[src/hdl/riscv_isa_pkg.sv]
// RV32I base encodings only, FENCE, SYSTEM and all extensions are left out
`default_nettype none

package riscv_isa_pkg;

    localparam int XLEN       = 32;
    localparam int REG_ADDR_W = 5;

    // Major opcodes, instr[6:0]
    typedef enum logic [6:0] {
        OPC_LOAD   = 7'b000_0011,
        OPC_OPIMM  = 7'b001_0011,
        OPC_AUIPC  = 7'b001_0111,
        OPC_STORE  = 7'b010_0011,
        OPC_OP     = 7'b011_0011,
        OPC_LUI    = 7'b011_0111,
        OPC_BRANCH = 7'b110_0011,
        OPC_JALR   = 7'b110_0111,
        OPC_JAL    = 7'b110_1111
    } opcode_e;

    // Field positions (LSB) and widths
    localparam int RD_LSB     = 7;
    localparam int FUNCT3_LSB = 12;
    localparam int RS1_LSB    = 15;
    localparam int RS2_LSB    = 20;
    localparam int FUNCT7_LSB = 25;
    localparam int FUNCT3_W   = 3;
    localparam int FUNCT7_W   = 7;

    // Immediate formats, FOUR is the link increment of JAL
    typedef enum logic [2:0] {
        IMM_I,
        IMM_S,
        IMM_B,
        IMM_U,
        IMM_J,
        IMM_FOUR
    } imm_fmt_e;

    localparam logic [XLEN-1:0] NOP_INSTR = 32'h0000_0013;  // addi x0, x0, 0

endpackage

`default_nettype wire

[src/hdl/decode_ctrl_pkg.sv]
// Control encodings for the EX stage, alu_src has one shared code for IMM and PC
`default_nettype none

package decode_ctrl_pkg;

    typedef enum logic [3:0] {
        ALU_ADD, ALU_SUB, ALU_SUBU, ALU_SLT, ALU_SLTU, ALU_XOR,
        ALU_OR, ALU_AND, ALU_SLL, ALU_SRL, ALU_SRA, ALU_LUI
    } alu_op_e;

    // Source 1 picks REG or PC, source 2 picks REG or IMM
    typedef enum logic {
        ALU_SRC_REG = 1'b0,
        ALU_SRC_ALT = 1'b1
    } alu_src_e;

    localparam alu_src_e ALU_SRC_PC  = ALU_SRC_ALT;
    localparam alu_src_e ALU_SRC_IMM = ALU_SRC_ALT;

    typedef enum logic [1:0] {
        WB_ALU    = 2'd0,
        WB_MEM    = 2'd1,
        WB_PCINCR = 2'd2
    } wb_sel_e;

    // Branch codes equal {0, funct3}
    typedef enum logic [3:0] {
        BR_BEQ  = 4'h0,
        BR_BNE  = 4'h1,
        BR_BLT  = 4'h4,
        BR_BGE  = 4'h5,
        BR_BLTU = 4'h6,
        BR_BGEU = 4'h7,
        BR_JALR = 4'h8,
        BR_NOP  = 4'hf
    } branch_e;

    // Same as the load/store funct3, 3'b111 marks no access
    typedef enum logic [2:0] {
        MEM_B    = 3'b000,
        MEM_H    = 3'b001,
        MEM_W    = 3'b010,
        MEM_BU   = 3'b100,
        MEM_HU   = 3'b101,
        MEM_NONE = 3'b111
    } mem_size_e;

    typedef struct packed {
        logic [riscv_isa_pkg::XLEN-1:0] pc;
        logic [riscv_isa_pkg::XLEN-1:0] instr;
    } fetch_t;

    typedef struct packed {
        logic [riscv_isa_pkg::XLEN-1:0]       pc;
        logic                                 alu_en;
        alu_op_e                              alu_op;
        alu_src_e                             alu_src_1;
        alu_src_e                             alu_src_2;
        logic [riscv_isa_pkg::REG_ADDR_W-1:0] rs1_addr;
        logic [riscv_isa_pkg::REG_ADDR_W-1:0] rs2_addr;
        logic [riscv_isa_pkg::XLEN-1:0]       rs1_data;
        logic [riscv_isa_pkg::XLEN-1:0]       rs2_data;
        logic [riscv_isa_pkg::XLEN-1:0]       imm;
        logic [riscv_isa_pkg::REG_ADDR_W-1:0] rd_addr;
        logic                                 rd_we;
        wb_sel_e                              wb_sel;
        logic                                 mem_req;
        logic                                 mem_we;
        mem_size_e                            mem_size;
        branch_e                              branch;
        logic                                 illegal;
    } decoded_t;

    // Idle EX slot
    localparam decoded_t DECODED_NOP = '{
        pc:        '0,
        alu_en:    1'b0,
        alu_op:    ALU_ADD,
        alu_src_1: ALU_SRC_REG,
        alu_src_2: ALU_SRC_REG,
        rs1_addr:  '0,
        rs2_addr:  '0,
        rs1_data:  '0,
        rs2_data:  '0,
        imm:       '0,
        rd_addr:   '0,
        rd_we:     1'b0,
        wb_sel:    WB_ALU,
        mem_req:   1'b0,
        mem_we:    1'b0,
        mem_size:  MEM_NONE,
        branch:    BR_NOP,
        illegal:   1'b0
    };

endpackage

`default_nettype wire

[src/hdl/stage_reg.sv]
// Stall holds and has priority over clear, reset and clear both load CLEAR_VAL
`default_nettype none

module stage_reg #(
    parameter type T         = logic,
    parameter T    CLEAR_VAL = '0
) (
    input  wire   clk,
    input  wire   arst_n_i,
    input  wire   stall_i,
    input  wire   clear_i,
    input  wire T d_i,
    output T      q_o
);

    always_ff @(posedge clk or negedge arst_n_i) begin
        if (!arst_n_i) begin
            q_o <= CLEAR_VAL;
        end else if (!stall_i) begin
            q_o <= clear_i ? CLEAR_VAL : d_i;  // Flush to a bubble
        end
    end

endmodule

`default_nettype wire

[src/hdl/imm_gen.sv]
// Purely combinational, formats outside imm_fmt_e give zero
`default_nettype none

module imm_gen (
    input  wire [riscv_isa_pkg::XLEN-1:0]  instr_i,
    input  wire riscv_isa_pkg::imm_fmt_e   fmt_i,
    output logic [riscv_isa_pkg::XLEN-1:0] imm_o,
    output logic [riscv_isa_pkg::XLEN-1:0] j_imm_o
);

    import riscv_isa_pkg::*;

    logic [XLEN-1:0] i_imm;
    logic [XLEN-1:0] s_imm;
    logic [XLEN-1:0] b_imm;
    logic [XLEN-1:0] u_imm;

    // All formats sign-extend from instr[31]
    assign i_imm   = {{20{instr_i[31]}}, instr_i[31:20]};
    assign s_imm   = {{20{instr_i[31]}}, instr_i[31:25], instr_i[11:7]};
    assign b_imm   = {{19{instr_i[31]}}, instr_i[31], instr_i[7], instr_i[30:25],
                      instr_i[11:8], 1'b0};
    assign u_imm   = {instr_i[31:12], 12'b0};
    assign j_imm_o = {{11{instr_i[31]}}, instr_i[31], instr_i[19:12], instr_i[20],
                      instr_i[30:21], 1'b0};  // Also feeds the jump adder

    always_comb begin
        case (fmt_i)
            IMM_I:    imm_o = i_imm;
            IMM_S:    imm_o = s_imm;
            IMM_B:    imm_o = b_imm;
            IMM_U:    imm_o = u_imm;
            IMM_J:    imm_o = j_imm_o;
            IMM_FOUR: imm_o = XLEN'(4);
            default:  imm_o = '0;
        endcase
    end

endmodule

`default_nettype wire

[src/hdl/reg_file.sv]
// One write port with same-cycle bypass to both reads, x0 reads zero and drops writes
`default_nettype none

module reg_file (
    input  wire                                  clk,
    input  wire                                  arst_n_i,
    input  wire [riscv_isa_pkg::REG_ADDR_W-1:0]  raddr_a_i,
    input  wire [riscv_isa_pkg::REG_ADDR_W-1:0]  raddr_b_i,
    output logic [riscv_isa_pkg::XLEN-1:0]       rdata_a_o,
    output logic [riscv_isa_pkg::XLEN-1:0]       rdata_b_o,
    input  wire                                  we_i,
    input  wire [riscv_isa_pkg::REG_ADDR_W-1:0]  waddr_i,
    input  wire [riscv_isa_pkg::XLEN-1:0]        wdata_i
);

    import riscv_isa_pkg::*;

    logic [XLEN-1:0] regs_q [1:31];  // No storage for x0

    // Zero, then bypass, then array
    function automatic logic [XLEN-1:0] read_port(input logic [REG_ADDR_W-1:0] addr);
        if (addr == '0) begin
            return '0;
        end
        if (we_i && (waddr_i == addr)) begin
            return wdata_i;
        end
        return regs_q[addr];
    endfunction

    always_ff @(posedge clk or negedge arst_n_i) begin
        if (!arst_n_i) begin
            for (int i = 1; i < 32; i++) begin
                regs_q[i] <= '0;
            end
        end else if (we_i && (waddr_i != '0)) begin
            regs_q[waddr_i] <= wdata_i;
        end
    end

    always_comb begin
        rdata_a_o = read_port(raddr_a_i);
        rdata_b_o = read_port(raddr_b_i);
    end

endmodule

`default_nettype wire

[src/hdl/instr_decoder.sv]
// RV32I without FENCE and SYSTEM, any illegal encoding has every enable low
`default_nettype none

module instr_decoder (
    input  wire [riscv_isa_pkg::XLEN-1:0]        instr_i,
    output logic                                 alu_en_o,
    output decode_ctrl_pkg::alu_op_e             alu_op_o,
    output decode_ctrl_pkg::alu_src_e            alu_src_1_o,
    output decode_ctrl_pkg::alu_src_e            alu_src_2_o,
    output logic [riscv_isa_pkg::REG_ADDR_W-1:0] rs1_addr_o,
    output logic [riscv_isa_pkg::REG_ADDR_W-1:0] rs2_addr_o,
    output logic [riscv_isa_pkg::REG_ADDR_W-1:0] rd_addr_o,
    output logic                                 rd_we_o,
    output decode_ctrl_pkg::wb_sel_e             wb_sel_o,
    output logic                                 mem_req_o,
    output logic                                 mem_we_o,
    output decode_ctrl_pkg::mem_size_e           mem_size_o,
    output decode_ctrl_pkg::branch_e             branch_o,
    output logic                                 jump_o,
    output riscv_isa_pkg::imm_fmt_e              imm_fmt_o,
    output logic                                 illegal_o
);

    import riscv_isa_pkg::*;
    import decode_ctrl_pkg::*;

    logic [FUNCT3_W-1:0] funct3;
    logic [FUNCT7_W-1:0] funct7;

    assign funct3     = instr_i[FUNCT3_LSB +: FUNCT3_W];
    assign funct7     = instr_i[FUNCT7_LSB +: FUNCT7_W];
    assign rs1_addr_o = instr_i[RS1_LSB +: REG_ADDR_W];
    assign rs2_addr_o = instr_i[RS2_LSB +: REG_ADDR_W];
    assign rd_addr_o  = instr_i[RD_LSB +: REG_ADDR_W];

    ////////////////////////////////////////////////////////////////////////////
    // Main decode
    ////////////////////////////////////////////////////////////////////////////
    always_comb begin
        alu_en_o    = 1'b0;
        alu_op_o    = ALU_ADD;
        alu_src_1_o = ALU_SRC_REG;
        alu_src_2_o = ALU_SRC_REG;
        rd_we_o     = 1'b0;
        wb_sel_o    = WB_ALU;
        mem_req_o   = 1'b0;
        mem_we_o    = 1'b0;
        mem_size_o  = MEM_NONE;
        branch_o    = BR_NOP;
        jump_o      = 1'b0;
        imm_fmt_o   = IMM_I;
        illegal_o   = 1'b0;

        case (opcode_e'(instr_i[6:0]))
            OPC_LUI, OPC_AUIPC: begin
                alu_en_o    = 1'b1;
                alu_op_o    = (instr_i[5]) ? ALU_LUI : ALU_ADD;  // Bit 5 splits LUI from AUIPC
                alu_src_1_o = (instr_i[5]) ? ALU_SRC_REG : ALU_SRC_PC;
                alu_src_2_o = ALU_SRC_IMM;
                rd_we_o     = 1'b1;
                imm_fmt_o   = IMM_U;
            end
            OPC_JAL: begin  // Target resolved here, ALU forms pc + 4
                jump_o      = 1'b1;
                alu_en_o    = 1'b1;
                alu_src_1_o = ALU_SRC_PC;
                alu_src_2_o = ALU_SRC_IMM;
                rd_we_o     = 1'b1;
                imm_fmt_o   = IMM_FOUR;
            end
            OPC_JALR: begin
                alu_en_o    = 1'b1;
                alu_src_2_o = ALU_SRC_IMM;
                rd_we_o     = 1'b1;
                wb_sel_o    = WB_PCINCR;
                branch_o    = BR_JALR;
            end
            OPC_BRANCH: begin
                alu_en_o  = 1'b1;
                branch_o  = branch_e'({1'b0, funct3});
                imm_fmt_o = IMM_B;
                case (funct3)
                    3'b000, 3'b001, 3'b100, 3'b101: alu_op_o = ALU_SUB;
                    3'b110, 3'b111:                 alu_op_o = ALU_SUBU;
                    default:                        illegal_o = 1'b1;
                endcase
            end
            OPC_LOAD: begin
                alu_en_o    = 1'b1;
                alu_src_2_o = ALU_SRC_IMM;
                mem_req_o   = 1'b1;
                rd_we_o     = 1'b1;
                wb_sel_o    = WB_MEM;
                case (funct3)
                    3'b000, 3'b001, 3'b010, 3'b100, 3'b101: mem_size_o = mem_size_e'(funct3);
                    default: illegal_o = 1'b1;
                endcase
            end
            OPC_STORE: begin
                alu_en_o    = 1'b1;
                alu_src_2_o = ALU_SRC_IMM;  // rs1 + offset
                mem_req_o   = 1'b1;
                mem_we_o    = 1'b1;
                imm_fmt_o   = IMM_S;
                case (funct3)
                    3'b000, 3'b001, 3'b010: mem_size_o = mem_size_e'(funct3);
                    default:                illegal_o  = 1'b1;
                endcase
            end
            OPC_OPIMM: begin
                alu_en_o    = 1'b1;
                alu_src_2_o = ALU_SRC_IMM;
                rd_we_o     = 1'b1;
                case (funct3)
                    3'b000: alu_op_o = ALU_ADD;
                    3'b010: alu_op_o = ALU_SLT;
                    3'b011: alu_op_o = ALU_SLTU;
                    3'b100: alu_op_o = ALU_XOR;
                    3'b110: alu_op_o = ALU_OR;
                    3'b111: alu_op_o = ALU_AND;
                    3'b001: begin
                        alu_op_o  = ALU_SLL;
                        illegal_o = (funct7 != 7'h00);
                    end
                    default: begin  // SRLI and SRAI
                        alu_op_o  = (funct7[5]) ? ALU_SRA : ALU_SRL;
                        illegal_o = (funct7 != 7'h00) && (funct7 != 7'h20);
                    end
                endcase
            end
            OPC_OP: begin
                alu_en_o = 1'b1;
                rd_we_o  = 1'b1;
                case ({funct7, funct3})
                    {7'h00, 3'b000}: alu_op_o = ALU_ADD;
                    {7'h20, 3'b000}: alu_op_o = ALU_SUB;
                    {7'h00, 3'b001}: alu_op_o = ALU_SLL;
                    {7'h00, 3'b010}: alu_op_o = ALU_SLT;
                    {7'h00, 3'b011}: alu_op_o = ALU_SLTU;
                    {7'h00, 3'b100}: alu_op_o = ALU_XOR;
                    {7'h00, 3'b101}: alu_op_o = ALU_SRL;
                    {7'h20, 3'b101}: alu_op_o = ALU_SRA;
                    {7'h00, 3'b110}: alu_op_o = ALU_OR;
                    {7'h00, 3'b111}: alu_op_o = ALU_AND;
                    default:         illegal_o = 1'b1;
                endcase
            end
            default: illegal_o = 1'b1;
        endcase

        // Squash side effects of a bad encoding
        if (illegal_o) begin
            alu_en_o   = 1'b0;
            rd_we_o    = 1'b0;
            mem_req_o  = 1'b0;
            mem_we_o   = 1'b0;
            jump_o     = 1'b0;
            branch_o   = BR_NOP;
            mem_size_o = MEM_NONE;
        end
    end

endmodule

`default_nettype wire

[src/hdl/decode_stage.sv]
// Decode stage, 2 cycles fetch to ex_o, jump_o valid from IF/ID content, no FENCE or SYSTEM
`default_nettype none

module decode_stage (
    input  wire                                  clk,
    input  wire                                  arst_n_i,
    input  wire                                  stall_i,
    input  wire                                  clear_i,
    input  wire decode_ctrl_pkg::fetch_t         fetch_i,
    input  wire                                  wb_we_i,
    input  wire [riscv_isa_pkg::REG_ADDR_W-1:0]  wb_addr_i,
    input  wire [riscv_isa_pkg::XLEN-1:0]        wb_data_i,
    output logic                                 jump_o,
    output logic [riscv_isa_pkg::XLEN-1:0]       jump_target_o,
    output decode_ctrl_pkg::decoded_t            ex_o
);

    import riscv_isa_pkg::*;
    import decode_ctrl_pkg::*;

    localparam fetch_t IF_ID_CLEAR = '{pc: '0, instr: NOP_INSTR};

    fetch_t          if_id_q;
    imm_fmt_e        imm_fmt;
    logic [XLEN-1:0] j_imm;
    wire decoded_t   id_d;    // Filled field by field below

    ////////////////////////////////////////////////////////////////////////////
    // IF/ID
    ////////////////////////////////////////////////////////////////////////////
    stage_reg #(
        .T         (fetch_t),
        .CLEAR_VAL (IF_ID_CLEAR)
    ) i_if_id (
        .clk      (clk),
        .arst_n_i (arst_n_i),
        .stall_i  (stall_i),
        .clear_i  (clear_i),
        .d_i      (fetch_i),
        .q_o      (if_id_q)
    );

    instr_decoder i_instr_decoder (
        .instr_i     (if_id_q.instr),
        .alu_en_o    (id_d.alu_en),
        .alu_op_o    (id_d.alu_op),
        .alu_src_1_o (id_d.alu_src_1),
        .alu_src_2_o (id_d.alu_src_2),
        .rs1_addr_o  (id_d.rs1_addr),
        .rs2_addr_o  (id_d.rs2_addr),
        .rd_addr_o   (id_d.rd_addr),
        .rd_we_o     (id_d.rd_we),
        .wb_sel_o    (id_d.wb_sel),
        .mem_req_o   (id_d.mem_req),
        .mem_we_o    (id_d.mem_we),
        .mem_size_o  (id_d.mem_size),
        .branch_o    (id_d.branch),
        .jump_o      (jump_o),
        .imm_fmt_o   (imm_fmt),
        .illegal_o   (id_d.illegal)
    );

    imm_gen i_imm_gen (
        .instr_i (if_id_q.instr),
        .fmt_i   (imm_fmt),
        .imm_o   (id_d.imm),
        .j_imm_o (j_imm)
    );

    reg_file i_reg_file (
        .clk       (clk),
        .arst_n_i  (arst_n_i),
        .raddr_a_i (id_d.rs1_addr),
        .raddr_b_i (id_d.rs2_addr),
        .rdata_a_o (id_d.rs1_data),
        .rdata_b_o (id_d.rs2_data),
        .we_i      (wb_we_i),
        .waddr_i   (wb_addr_i),
        .wdata_i   (wb_data_i)
    );

    assign id_d.pc       = if_id_q.pc;
    assign jump_target_o = if_id_q.pc + j_imm;  // JAL only

    ////////////////////////////////////////////////////////////////////////////
    // ID/EX
    ////////////////////////////////////////////////////////////////////////////
    stage_reg #(
        .T         (decoded_t),
        .CLEAR_VAL (DECODED_NOP)
    ) i_id_ex (
        .clk      (clk),
        .arst_n_i (arst_n_i),
        .stall_i  (stall_i),
        .clear_i  (1'b0),     // Flushes arrive as a NOP from IF/ID
        .d_i      (id_d),
        .q_o      (ex_o)
    );

endmodule

`default_nettype wire

[config.mk]
export PLATFORM = sky130hd
export DESIGN_NAME = decode_stage
export DESIGN_NICKNAME = d
export VERILOG_FILES = /design/src/hdl/riscv_isa_pkg.sv /design/src/hdl/decode_ctrl_pkg.sv /design/src/hdl/stage_reg.sv /design/src/hdl/imm_gen.sv /design/src/hdl/reg_file.sv /design/src/hdl/instr_decoder.sv /design/src/hdl/decode_stage.sv
export SDC_FILE = /design/constraint.sdc
export NUM_CORES = 2
export LEC_CHECK = 0
export BUFFER_PORTS_ARGS = -buffer_cell sky130_fd_sc_hd__buf_4
export CAP_MARGIN = 10
export CORE_MARGIN = 2
export CORE_UTILIZATION = 45
export DETAILED_ROUTE_END_ITERATION = 8
export PLACE_DENSITY = 0.63
export SYNTH_ARGS = -nofsm -noshare
export SYNTH_HDL_FRONTEND = slang
export SYNTH_HIERARCHICAL = 1
export SYNTH_SLANG_ARGS = --single-unit
[constraint.sdc]
create_clock -name clk -period 4.25 [get_ports clk]
set_input_delay 0.85 -clock clk [delete_from_list [all_inputs] [get_ports clk]]
set_output_delay 0.85 -clock clk [all_outputs]
set_load 0.01 [all_outputs]
==> reports/qor.yml <==
track_usage_pct: 29.4
place_hpwl_um: 140000
htreeDepth: 4
die_h_um: 392
fin_crit_ns: 4.18
rr_startpoint: "i_if_id/q_o[21]"
ff_latch_area_mm2: 0.0306
startpoint: "i_if_id/q_o[26]"
design_area_mm2: 0.0763
overflow: 0
clock_skew_ns: 0.0302
post-place-ws_ns: 0.488
async_reset_ff_share_pct: 100
gp_congestion: 0.910
fmax_mhz: 239
wl_per_cell_um: 30.2
r2r_setup_slack_ns: 0.73
required_ns: 3.40
synth_cell_types: 94
fin_crit_sh_pct: 98.5
area_delta_synth_final_pct: 12.5
synth_edf_count: 0
fill_cells: 12923
power_leakage_uw: 0.0325
grt_pass1_wl_um: 332000
relSlewSlack_pct: 33.0
rsz0062_at_grt: "true"
r2r-end: "i_id_ex/q_o[59]"
setup_slack_ns: 0.0655
setup_viol: 0
min-delay-path-class: "in -> async"
wl_um: 228000
portBuffers: 301
final_common_cell: "dfrtp_1"
via_per_inst: 6.35
crit_end: "jump_target_o[31]"
slew_viol_final: 0
worst_pin_slew_ns: 1.00
num_rows: 142
synth_nets: 5521
die_w_um: 392
synth.top_cell.area_share_pct: 44.6
place_area_mm2: 0.0715
synthFlopType: "dfrtp_1"
setup_tns_ns: 0
start_util_pct: 45.3
drive_gt1_share_pct: 44.0
synth_area_leaders: "dfrtp_1 (45%), mux2_2 (19%), mux4_2 (11%)"
dp.cells: 7299
p_per_area_mw_per_mm2: 455
yosys.area.top_type: "dfrtp_1"
io_pins: 302
mostFrequentLayoutCells: "dfrtp_1 (1193), mux2_2 (1136), buf_4 (441)"
cts_root_buf: "clkbuf_16"
finalNonFillerCells: 7550
synthesis.area_mm2: 0.0678
finalNetCount: 5568
cts_made_buffers: 134
hold_violations: 0
routed-via-count: 47956
tritoncts: "done"
synthCells: 5383
grt_pass1_vias: 47575
drc: 0
clock_path_buffers: 3
multiInputGateArea_mm2: 0.0344
status: "complete, no violations"
coreArea_mm2: 0.150
crit_type: "reg -> out"
maxCapViolCount: 0
yosysSeqAreaShare_pct: 45.0
drt_iter0_drc: 5223
antenna_found_initial: 11
clk_latency_ns: 0.79
firstDrtPassIters: 6
clock_sinks: 1219
clkTransAtPathRegs_ns: 0.06
total_power_uw: 34700
grt_max_degree: 164
yosysWarnings: 6
syn_area_per_cell_um2: 12.6
rr_worst_depth: 11
synth_seq_cells: 1219
cp-start-kind: "register"
die_area_mm2: 0.154
worstPathMaxFanout: 5
worstSetupEndpointType: "output port"
cp.arrival_ns: 3.33
ir_drop_uv: 306
ant_nets: 0
-- registers in the layout, summed over array words and instances, names as in the netlist --
register	flops
i_reg_file/regs_q	992
i_if_id/q_o	64
i_id_ex/q_o	163
-- synthesized netlist by cell type, drive strengths merged (7+ instances only) --
| master | instances |
|---|---|
| nor4 | 52 |
| nand3 | 23 |
| a21oi | 69 |
| o21ai | 284 |
| xor2 | 23 |
| o22a | 19 |
| mux4 | 337 |
| nor3 | 87 |
| nand4 | 9 |
| dfrtp | 1209 |
| a221o | 37 |
| or2 | 7 |
| ha | 31 |
| xnor2 | 15 |
| buf | 381 |
| dfstp | 10 |
| mux2i | 135 |
| a21o | 19 |
| nor2 | 249 |
| a221oi | 64 |
| nand3b | 8 |
| a31oi | 7 |
| nor2b | 57 |
| nand2 | 305 |
| mux2 | 1158 |
| clkbuf | 198 |
| inv | 15 |
| o22ai | 129 |
| o221ai | 15 |
| nand2b | 238 |
| a211oi | 102 |
-- worst min path at each step --
stage | startpoint | end | slack, ns | depth (start not counted)
floorplan | i_if_id/q_o[4] | i_if_id/q_o[4] | 0.45 | 2
global placement | i_id_ex/q_o[2] | i_id_ex/q_o[2] | 0.47 | 2
detailed placement | i_id_ex/q_o[2] | i_id_ex/q_o[2] | 0.47 | 2
CTS | arst_n_i | i_if_id/q_o[20] | 0.03 | 1
global route | arst_n_i | i_reg_file/regs_q[835] | 0.06 | 1
finish | arst_n_i | i_reg_file/regs_q[835] | 0.06 | 1
-- logic make-up after synthesis --
| family | after synthesis | synth area share [%] |
|---|---|---|
| flip-flops | 1219 | 45.0 |
| AO/OA/AOI/OAI | 794 | 8.07 |
| AND/OR/NAND/NOR | 1073 | 8.55 |
| multiplexers | 1630 | 32.4 |
| XOR/XNOR | 38 | 0.491 |
| adder cells (fa/ha/maj) | 33 | 0.618 |
| other | 2 | 0.0111 |
| buffers and inverters | 594 | 4.83 |
-- final cells by class --
| type | count | share of cell area, % |
|---|---|---|
| inverter | 15 | 0.0738 |
| tap | 2016 | 3.31 |
| timing repair buffer | 490 | 5.62 |
| clock buffer | 195 | 5.22 |
| antenna | 3 | 0.00984 |
| sequential | 1219 | 40.1 |
| clock inverter | 42 | 0.550 |
| multi-input combinational | 3570 | 45.2 |
-- report_power, final --
| part | internal, uW | total [uW] | switching [uW] |
|---|---|---|---|
| registers | 13600 | 15200 | 1550 |
| logic | 4180 | 7780 | 3600 |
| clock network | 6810 | 11700 | 4930 |
-- metal layers --
metal  share of wire [%]  wire (um)  global-route usage, %  vias up
met4                 4.3       9800                   12.2       14
met2                  46     104000                   45.4     2282
met1                  41      93100                   40.1    25068
li1                    -          -                      -    20053
met3                 9.2      21100                   6.68      539
met5               0.035         79                      0        -
-- repair_timing --
action / in CTS / in global routing
hold buffers: 0 / 0
setup endpoints to repair: 7 / 7
pin swaps: 3 / 9
gates resized for setup: 23 / 24
setup buffers: 5 / 6
-- worst max-delay path: stages (launching register included) --
cell and delay (ns):
dfrtp_1 0.45, ha_4 0.32, o21a_1 0.19, o211ai_1 0.10, o21bai_4 0.22, a22oi_4 0.24, a311oi_4 0.16, o311a_1 0.35
or3_1 0.37, buf_4 0.16
-- stage by stage --
stage	util [%]	hold slack [ns]
2_1_floorplan	-	0.449
3_3_place_gp	47.8	0.465
3_5_place_dp	47.8	0.467
4_1_cts	50.8	0.0341
5_1_grt	50.9	0.0641
6_report	50.9	0.0577
No activity file was read; power rests on OpenSTA's default activity.
